File: src/common/tcm_enc_pkg.sv
// 4D-8PSK TCM encoder definitions

package tcm_enc_pkg;

  // code rate: 0/1/2/3 -> 2/2.25/2.5/2.75 bit per 8PSK symbol
  typedef logic [1:0] code_t;

  // differential coder state width
  localparam int DFC_W = 3;

  // systematic convolutional coder
  localparam int               CONV_M    = 6;         // state width
  localparam logic [CONV_M-1:0] CONV_TAPS = 6'b101101; // parity tap mask

  // mapper
  localparam int IQ_W          = 8;  // signed I/Q sample width
  localparam int SYMS_PER_WORD = 4;  // 8PSK symbols per 4D symbol

  // data word between the dfc and conv stages
  typedef struct packed {
    logic        sop;
    logic        eop;
    logic [11:1] dat;  // up to 11 bits, rate selects how many are used
  } dat_word_t;

  // coded word, written as raw bits and read back as phase fields
  typedef union packed {
    logic [11:0]      raw;    // [11:1] data, [0] parity
    logic [3:0][2:0]  phase;  // field j = raw[3j+2 : 3j]
  } coded_word_u;

  // coded word between conv and the mapper
  typedef struct packed {
    logic        sop;
    logic        eop;
    coded_word_u cw;
  } coded_word_t;

  // one 8PSK output symbol
  typedef struct packed {
    logic [2:0]            phase;
    logic signed [IQ_W-1:0] i;
    logic signed [IQ_W-1:0] q;
    logic                  sop;
    logic                  eop;
  } sym_t;

  // constellation point
  typedef struct packed {
    logic signed [IQ_W-1:0] i;
    logic signed [IQ_W-1:0] q;
  } iq_t;

  // cos/sin of k*45 deg scaled by 100
  localparam iq_t IQ_TABLE [8] = '{
    '{i:  8'sd100, q:  8'sd0  },  // 0 deg
    '{i:  8'sd71,  q:  8'sd71 },  // 45
    '{i:  8'sd0,   q:  8'sd100},  // 90
    '{i: -8'sd71,  q:  8'sd71 },  // 135
    '{i: -8'sd100, q:  8'sd0  },  // 180
    '{i: -8'sd71,  q: -8'sd71 },  // 225
    '{i:  8'sd0,   q: -8'sd100},  // 270
    '{i:  8'sd71,  q: -8'sd71 }   // 315
  };

endpackage

File: src/coder/tcm_enc_dfc.sv
// TCM data word differential coder

`timescale 1ns/1ps

module tcm_enc_dfc (
  input  logic                  iclk,
  input  logic                  ireset,
  input  logic                  iclkena,
  input  tcm_enc_pkg::code_t    icode,    // rate select
  input  logic                  i1sps,    // symbol strobe
  input  logic                  ival,     // one 4D symbol = 4 8PSK symbols
  input  tcm_enc_pkg::dat_word_t iword,
  output logic                  o1sps,
  output logic                  oval,
  output tcm_enc_pkg::dat_word_t oword
);

  logic                          accept;
  logic [tcm_enc_pkg::DFC_W-1:0] state;     // running sum mod 8
  logic [tcm_enc_pkg::DFC_W-1:0] base;      // state, cleared at frame start
  logic [tcm_enc_pkg::DFC_W-1:0] x;         // coded bits, next state
  tcm_enc_pkg::dat_word_t        word_nxt;

  assign accept = ival & i1sps;
  assign base   = iword.sop ? '0 : state;   // restart on new frame

  // pick three bits by rate, add state, put the sum back in place
  always_comb begin
    word_nxt = iword;  // unused bits pass through
    x        = '0;
    case (icode)
      2'd0 : begin
        x = {iword.dat[8], iword.dat[5], iword.dat[1]} + base;
        {word_nxt.dat[8], word_nxt.dat[5], word_nxt.dat[1]} = x;
      end
      2'd1 : begin
        x = {iword.dat[9], iword.dat[6], iword.dat[2]} + base;
        {word_nxt.dat[9], word_nxt.dat[6], word_nxt.dat[2]} = x;
      end
      2'd2 : begin
        x = {iword.dat[10], iword.dat[7], iword.dat[3]} + base;
        {word_nxt.dat[10], word_nxt.dat[7], word_nxt.dat[3]} = x;
      end
      default : begin
        x = {iword.dat[11], iword.dat[8], iword.dat[4]} + base;
        {word_nxt.dat[11], word_nxt.dat[8], word_nxt.dat[4]} = x;
      end
    endcase
  end

  always_ff @(posedge iclk or posedge ireset) begin
    if (ireset) begin
      oval  <= 1'b0;
      o1sps <= 1'b0;
      state <= '0;
    end else if (iclkena) begin
      oval  <= accept;
      o1sps <= i1sps;
      if (accept)
        state <= x;  // carried word to word
    end
  end

  always_ff @(posedge iclk) begin
    if (iclkena && accept)
      oword <= word_nxt;
  end

endmodule

File: src/coder/tcm_enc_conv.sv
// TCM systematic parity coder

`timescale 1ns/1ps

module tcm_enc_conv (
  input  logic                     iclk,
  input  logic                     ireset,
  input  logic                     iclkena,
  input  logic                     i1sps,   // strobe, delayed along
  input  logic                     ival,    // already strobe qualified
  input  tcm_enc_pkg::dat_word_t   iword,
  output logic                     o1sps,
  output logic                     oval,
  output tcm_enc_pkg::coded_word_t oword
);

  logic [tcm_enc_pkg::CONV_M-1:0] state;
  logic [tcm_enc_pkg::CONV_M-1:0] base;       // state, zero at frame start
  logic [tcm_enc_pkg::CONV_M-1:0] state_nxt;
  logic                           parity;
  tcm_enc_pkg::coded_word_t       word_nxt;

  assign base = iword.sop ? '0 : state;

  // parity from the tapped state bits
  assign parity = ^(base & tcm_enc_pkg::CONV_TAPS);

  // shift in the three low data bits
  assign state_nxt = {base[tcm_enc_pkg::CONV_M-4:0], iword.dat[3:1]};

  always_comb begin
    word_nxt.sop    = iword.sop;
    word_nxt.eop    = iword.eop;
    word_nxt.cw.raw = {iword.dat, parity};  // systematic part on top
  end

  always_ff @(posedge iclk or posedge ireset) begin
    if (ireset) begin
      oval  <= 1'b0;
      o1sps <= 1'b0;
      state <= '0;
    end else if (iclkena) begin
      oval  <= ival;
      o1sps <= i1sps;  // keep strobe aligned with oval
      if (ival)
        state <= state_nxt;
    end
  end

  // payload register
  always_ff @(posedge iclk) begin
    if (iclkena && ival)
      oword <= word_nxt;
  end

endmodule

File: src/source/tcm_enc_mapper.sv
// TCM 8PSK phase serializer and I/Q mapper

`timescale 1ns/1ps

module tcm_enc_mapper (
  input  logic                     iclk,
  input  logic                     ireset,
  input  logic                     iclkena,
  input  logic                     i1sps,     // symbol strobe
  input  logic                     ival,      // load a coded word
  input  tcm_enc_pkg::coded_word_t iword,
  output tcm_enc_pkg::sym_t        osym,
  output logic                     osym_val
);

  localparam int CNT_W = $clog2(tcm_enc_pkg::SYMS_PER_WORD);

  tcm_enc_pkg::coded_word_t word;   // held word
  logic [CNT_W-1:0]         cnt;    // field index
  logic                     busy;   // fields left to send
  logic                     emit;
  logic                     last;
  logic [2:0]               ph;
  tcm_enc_pkg::iq_t         iq;
  tcm_enc_pkg::sym_t        sym_nxt;

  // one field per strobe while a word is held
  assign emit = busy & i1sps;
  assign last = (cnt == CNT_W'(tcm_enc_pkg::SYMS_PER_WORD - 1));

  // phase field view of the coded word
  assign ph = word.cw.phase[cnt];
  assign iq = tcm_enc_pkg::IQ_TABLE[ph];

  always_comb begin
    sym_nxt.phase = ph;
    sym_nxt.i     = iq.i;
    sym_nxt.q     = iq.q;
    sym_nxt.sop   = word.sop & (cnt == '0);  // frame start on field 0
    sym_nxt.eop   = word.eop & last;         // frame end on field 3
  end

  // field counter and busy flag
  always_ff @(posedge iclk or posedge ireset) begin
    if (ireset) begin
      busy     <= 1'b0;
      cnt      <= '0;
      osym_val <= 1'b0;
    end else if (iclkena) begin
      osym_val <= emit;
      if (emit)
        cnt <= cnt + 1'b1;  // wraps after last field
      if (ival) begin
        // new word may land together with the last field
        busy <= 1'b1;
        cnt  <= '0;
      end else if (emit && last) begin
        busy <= 1'b0;
      end
    end
  end

  // held word
  always_ff @(posedge iclk) begin
    if (iclkena && ival)
      word <= iword;
  end

  // symbol output, holds between strobes
  always_ff @(posedge iclk) begin
    if (iclkena && emit)
      osym <= sym_nxt;
  end

endmodule

File: src/source/tcm_enc.sv
// 4D-8PSK TCM encoder top

`timescale 1ns/1ps

module tcm_enc (
  input  logic                   iclk,
  input  logic                   ireset,
  input  logic                   iclkena,
  input  tcm_enc_pkg::code_t     icode,     // rate select
  input  logic                   i1sps,     // symbol strobe from outside
  input  logic                   ival,      // word valid, strobe qualified
  input  tcm_enc_pkg::dat_word_t iword,
  output tcm_enc_pkg::sym_t      osym,
  output logic                   osym_val,
  output logic                   o1sps      // strobe aligned to coded words
);

  // dfc -> conv
  tcm_enc_pkg::dat_word_t   dfc_word;
  logic                     dfc_val;
  logic                     dfc_1sps;

  // conv -> mapper
  tcm_enc_pkg::coded_word_t conv_word;
  logic                     conv_val;

  // differential coder of the rate selected bits
  tcm_enc_dfc u_dfc (
    .iclk    (iclk),
    .ireset  (ireset),
    .iclkena (iclkena),
    .icode   (icode),
    .i1sps   (i1sps),
    .ival    (ival),
    .iword   (iword),
    .o1sps   (dfc_1sps),
    .oval    (dfc_val),
    .oword   (dfc_word)
  );

  // parity append
  tcm_enc_conv u_conv (
    .iclk    (iclk),
    .ireset  (ireset),
    .iclkena (iclkena),
    .i1sps   (dfc_1sps),
    .ival    (dfc_val),
    .iword   (dfc_word),
    .o1sps   (o1sps),     // also drives the mapper strobe
    .oval    (conv_val),
    .oword   (conv_word)
  );

  // four phases out, one per strobe
  tcm_enc_mapper u_mapper (
    .iclk     (iclk),
    .ireset   (ireset),
    .iclkena  (iclkena),
    .i1sps    (o1sps),
    .ival     (conv_val),
    .iword    (conv_word),
    .osym     (osym),
    .osym_val (osym_val)
  );

endmodule

File: config.mk
export PLATFORM = sky130hd
export DESIGN_NAME = tcm_enc
export DESIGN_NICKNAME = d
export VERILOG_FILES = /design/src/common/tcm_enc_pkg.sv /design/src/coder/tcm_enc_dfc.sv /design/src/coder/tcm_enc_conv.sv /design/src/source/tcm_enc_mapper.sv /design/src/source/tcm_enc.sv
export SDC_FILE = /design/constraint.sdc
export NUM_CORES = 1
export LEC_CHECK = 0
export ABC_AREA = 1
export ABC_CLOCK_PERIOD_IN_PS = 2300
export BUFFER_PORTS_ARGS = -buffer_cell sky130_fd_sc_hd__buf_2
export CORE_MARGIN = 2
export CORE_UTILIZATION = 55
export CTS_CLUSTER_DIAMETER = 100
export CTS_CLUSTER_SIZE = 24
export DETAILED_ROUTE_END_ITERATION = 10
export PLACE_DENSITY = 0.77
export SYNTH_ARGS = -nofsm -noshare
export SYNTH_HDL_FRONTEND = slang
export SYNTH_SLANG_ARGS = --single-unit
File: constraint.sdc
create_clock -name iclk -period 2.3 [get_ports iclk]
set_input_delay 0.46 -clock iclk [delete_from_list [all_inputs] [get_ports iclk]]
set_output_delay 0.46 -clock iclk [all_outputs]
set_load 0.005 [all_outputs]
==> Yosys cells after proc, flatten, opt, wreduce, memory -nomap -nowiden <==
Memory sizes are Yosys's and may differ from the RTL's. A register that Yosys moved wholly into a read port is not among the register bits.
Index checks and enable logic that the tools add are counted.
{ "classes": {"magnitude_cmp": 1, "shift": 0, "n_div": 0, "eq_ne": 3, "n_mux": 20, "n_mul": 0, "bitwise_logic": 5, "reduce_logical": 16, "addsub": 5} }
{ "ops": {"columns": ["op", "count"], "rows": [
  ["$add 3x3->3", 4],
  ["$mux 1", 12],
  ["$pmux 3 s3", 1],
  ["$reduce_and 2->1", 4],
  ["$bmux 3 s2", 1],
  ["$mux 3", 2],
  ["$mux 6", 1],
  ["$reduce_xor 6->1", 1],
  ["$logic_and 1x1->1", 5],
  ["$and 1x1->1", 4],
  ["$eq 2x2->1 const B", 2],
  ["$logic_not 2->1", 2],
  ["$mux 2", 2],
  ["$not 3->4", 1],
  ["$reduce_bool 2->1", 2],
  ["$lt 2x3->1 const B", 1],
  ["$reduce_or 3->1", 1],
  ["$add 2x1->2 const B", 1],
  ["$eq 2x1->1 const B", 1],
  ["$pmux 1 s2", 1],
  ["$reduce_or 2->1", 1]
]} }
{ "totals": {"ram_bits": 0, "regBits": 63, "n_memories": 1, "romBits": 128, "latchBits": 0} }
{ "mem_list": {"columns": ["memory", "words", "word_bits", "read_ports", "rd_clocked_by_memory_dff", "write_ports", "line", "text"], "rows": [
  ["(no name shown)", 8, 16, 1, 1, 0, "tcm_enc_mapper.sv:33", "assign iq = tcm_enc_pkg::IQ_TABLE[ph];"]
]} }

==> Depth between registers and ports, before layout <==
{ "logic_depth": {"word_depth": 4, "ltp_mapped": 15, "mapped_depth_nobuf": 15} }

==> Modules after synthesis <==
Synthesis repeated with hierarchy kept, for this count alone.
{ "hier_totals": {"cells_unflattened": 316, "area_unflattened_um2": 3425.8} }
{ "modules_own_cells": {"columns": ["module", "instances", "cells_per_inst", "area_per_inst_um2"], "rows": [
  ["tcm_enc_mapper", 1, 134, 1546.5],
  ["tcm_enc_dfc", 1, 130, 1162.4],
  ["tcm_enc_conv", 1, 52, 716.9]
]} }

==> Worst setup path after synthesis <==
No wires, ideal clock.
{ "synth_timing": {"kind": "in2reg", "from": "input iword[12] (netlist bit)", "to": "register u_dfc.oword[7] (netlist bit) (data pin)", "t_required_ns": 2.044, "arrival_ns": 1.431, "path_stages": 5, "setup_slack_ns": 0.613, "setup_ns": 0.256, "cell_sequence": "nor2_1 > ha_1 > fa_1 > nor2_1 > nor2_1"} }
{ "synth_rtl": {"columns": ["item", "line", "text"], "rows": [
  ["from (decl)", "tcm_enc.sv:12", "input tcm_enc_pkg::dat_word_t iword,"],
  ["to (signal assigned)", "tcm_enc_dfc.sv:66", "oword <= word_nxt;"],
  ["to (decl)", "tcm_enc_dfc.sv:15", "output tcm_enc_pkg::dat_word_t oword"]
]} }

==> impl_metrics.json <==
{
  "cp.depth": 14,
  "cp.required_ns": 2.38,
  "drc": 0,
  "synth.largest_area_cell": "edfxtp_1",
  "grt.overflow.total": 0,
  "ctsResizeCount": 0,
  "setup_violations": 0,
  "crit_arrival_ns": 1.92,
  "ff2ff_setup_slack_ns": 0.47,
  "antenna_found_initial": 0,
  "fin_cells": 421,
  "path_cells": "inv_1 > nor2_1 > inv_1 > nand2_1 > nand2_1 > inv_1 > ha_1 > inv_1 > nand2_1 > nand2_1 > nand3_1 > nand2_1 > a21oi_1 > nor2_1",
  "ios": 43,
  "ys_types": 27,
  "reg2reg_to": "u_dfc.oword[7]",
  "vias": 2130,
  "worst_pin_slew_ns": 0.608,
  "root_buffer": "clkbuf_8",
  "synth_area_leaders": "edfxtp_1, dfrtp_1, nand2_1",
  "cts_tree": "yes",
  "max_slew_margin": 0.594,
  "die_w_um": 80.8,
  "post-synth-top-count-cell": "nand2_1",
  "slowest_stage": "dfrtp_1",
  "rows": 27,
  "num-nets-final": 383,
  "min_period_over_period": 0.797,
  "worstSkewPairLatency_ns": 0.33,
  "numCtsBuffers": 9,
  "synth_nets": 338,
  "path_class": "register to register",
  "synth_common_cells": "nand2_1, edfxtp_1, inv_1",
  "critPathCaptureType": "register",
  "syn_avg_cell_area_um2": 10.8,
  "grtUsageTotal": 0.188,
  "yosysTopAreaCellShare": 0.519,
  "wl_um": 5400,
  "ff2ff_path_depth": 14,
  "drive_above_1_share": 0.189,
  "async_flop_share": 0.211,
  "ys_ff_latch": 71,
  "hp-class": "primary input to async pin",
  "grt_setup_unrepaired": "false",
  "start_kind": "register",
  "synth_edf_count": 56,
  "synthFlopType": "edfxtp_1",
  "syn_inst": 299,
  "reg2reg_from": "u_dfc.state[1]",
  "max-cap-violations": 0,
  "grt_pass1_vias": 2047,
  "cts_max_path_buffers": 2,
  "finalHoldViolCount": 0,
  "syn_area_um2": 3240,
  "vias_per_cell": 5.06,
  "post_cts_buffers": 0,
  "p_per_area_nw_per_um2": 969,
  "period_needed_ns": 1.83,
  "critPathBufInv": 4,
  "drtAntennaViolNets": 0,
  "yosysWarningCount": 0,
  "slew_violations": 0,
  "syn2layout_area_growth_pct": 15.0,
  "status": "finished clean",
  "antenna_cells": 0,
  "gp_congestion": 0.881,
  "ys_seq_area_frac": 0.634,
  "drt_iter0_drc": 110,
  "cts-htree-levels": 3,
  "io_buffer_count": 42,
  "wl_per_cell_um": 12.8,
  "dieHeight_um": 80.8,
  "leakage_nw": 1.74,
  "path_clk_slew_ns": 0.07,
  "first_pass_iters": 4,
  "grt_pass1_wl_um": 9020,
  "die_area_um2": 6530,
  "ctsHoldBuffers": 0,
  "dp_hpwl_um": 4100,
  "cp_common_cell": "nand2_1",
  "crit_family": "simple AND/OR/NAND/NOR gates",
  "crit_path_max_incr_delay_ns": 0.43,
  "fmax_mhz": 546,
  "clock-sinks": 71,
  "crit_fanout": 4,
  "start_util": 0.578,
  "totalNegativeSetupSlack_ns": 0,
  "grt_max_degree": 19,
  "finClkSkew_ns": 0.00740,
  "ir_drop_v": 0.000599,
  "core_area_um2": 5610,
  "dp_cells": 405
}
how the worst max path moves through the flow:
stage	startpoint	end	slack (ns)
after CTS	u_dfc.state[1]	u_dfc.oword[7]	0.46
after detailed placement	iword[12]	u_dfc.oword[7]	0.30
final	u_dfc.state[1]	u_dfc.oword[7]	0.47
after global routing	u_dfc.state[0]	u_dfc.state[2]	0.32
after floorplan	iword[12]	u_dfc.oword[7]	0.61
after global placement	iword[12]	u_dfc.oword[7]	0.37
flip-flops by register name, indices dropped and copies added, names as in the netlist:
name / cells
u_dfc.oval: 1
u_conv.o1sps: 1
u_mapper.busy: 1
u_conv.oword: 14
u_dfc.state: 3
u_conv.state: 4
u_mapper.word: 14
u_mapper.osym_val: 1
u_conv.oval: 1
u_dfc.o1sps: 1
u_dfc.oword: 13
u_mapper.cnt: 2
u_mapper.osym: 15
kinds of logic (layout without fill, tap and decap cells):
kind of cell | count (synthesis) | count (layout) | share of synthesized area
XOR/XNOR | 2 | 2 | 0.00540
AND/OR/NAND/NOR | 109 | 109 | 0.139
multiplexers | 1 | 1 | 0.00347
buffers and inverters | 60 | 110 | 0.0787
AO/OA/AOI/OAI | 37 | 37 | 0.0633
adder cells (fa/ha/maj) | 19 | 19 | 0.0756
flip-flops | 71 | 71 | 0.634
layout make-up:
class                           count  area, µm²
Clock buffer                       13        203
Clock inverter                      3       42.5
Fill cell                         462       1880
Inverter                           52        198
Multi-Input combinational cell    168        931
Sequential cell                    71       2060
Tap cell                           72       90.1
Timing Repair Buffer               42        210
layout by cell type, fill, tap and decap left out:
| cell | count |
|---|---|
| nand2_1 | 78 |
| edfxtp_1 | 56 |
| inv_1 | 48 |
| buf_2 | 42 |
| o21ai_0 | 23 |
| nand3_1 | 19 |
| ha_1 | 18 |
| dfrtp_1 | 15 |
| clkbuf_8 | 9 |
| nor2_1 | 7 |
| a21oi_1 | 5 |
| inv_2 | 3 |
| o21ai_1 | 3 |
| clkbuf_16 | 3 |
| xor2_1 | 2 |
| o22ai_1 | 2 |
| nand2_2 | 1 |
| nor2_2 | 1 |
| nand3_2 | 1 |
| inv_4 | 1 |
| and2_4 | 1 |
| a32oi_2 | 1 |
| a31oi_1 | 1 |
| mux2_2 | 1 |
| o31ai_1 | 1 |
| a22oi_1 | 1 |
| nand4_1 | 1 |
| fa_1 | 1 |
| clkinv_1 | 1 |
| bufinv_16 | 1 |
| clkinv_4 | 1 |
| clkbuf_1 | 1 |
routing by layer:
layer,up-vias,global-route usage,routed length [µm]
li1,1073,-,-
met1,979,0.206,2210
met2,67,0.338,2810
met3,11,0.0356,241
met4,0,0.110,144
met5,-,0,0
metrics by stage:
step | worst slack, ns | util | power (W) | area, µm² | hold WS (ns)
after global routing | 0.324 | 0.665 | 0.00383 | 3730 | 0.224
after detailed placement | 0.301 | 0.622 | 0.00250 | 3490 | 0.405
after global placement | 0.369 | 0.622 | 0.00245 | 3490 | 0.401
after floorplan | 0.613 | - | 0.00229 | 3240 | 0.361
final | 0.467 | 0.665 | 0.00362 | 3730 | 0.186
after CTS | 0.464 | 0.665 | 0.00364 | 3730 | 0.192
report_power, final:
part	internal, W	switching, W
Sequential	0.00160	0.0000936
Clock	0.000698	0.000438
Combinational	0.000293	0.000496
Total	0.00259	0.00103
(Power assumes the default switching activity.)
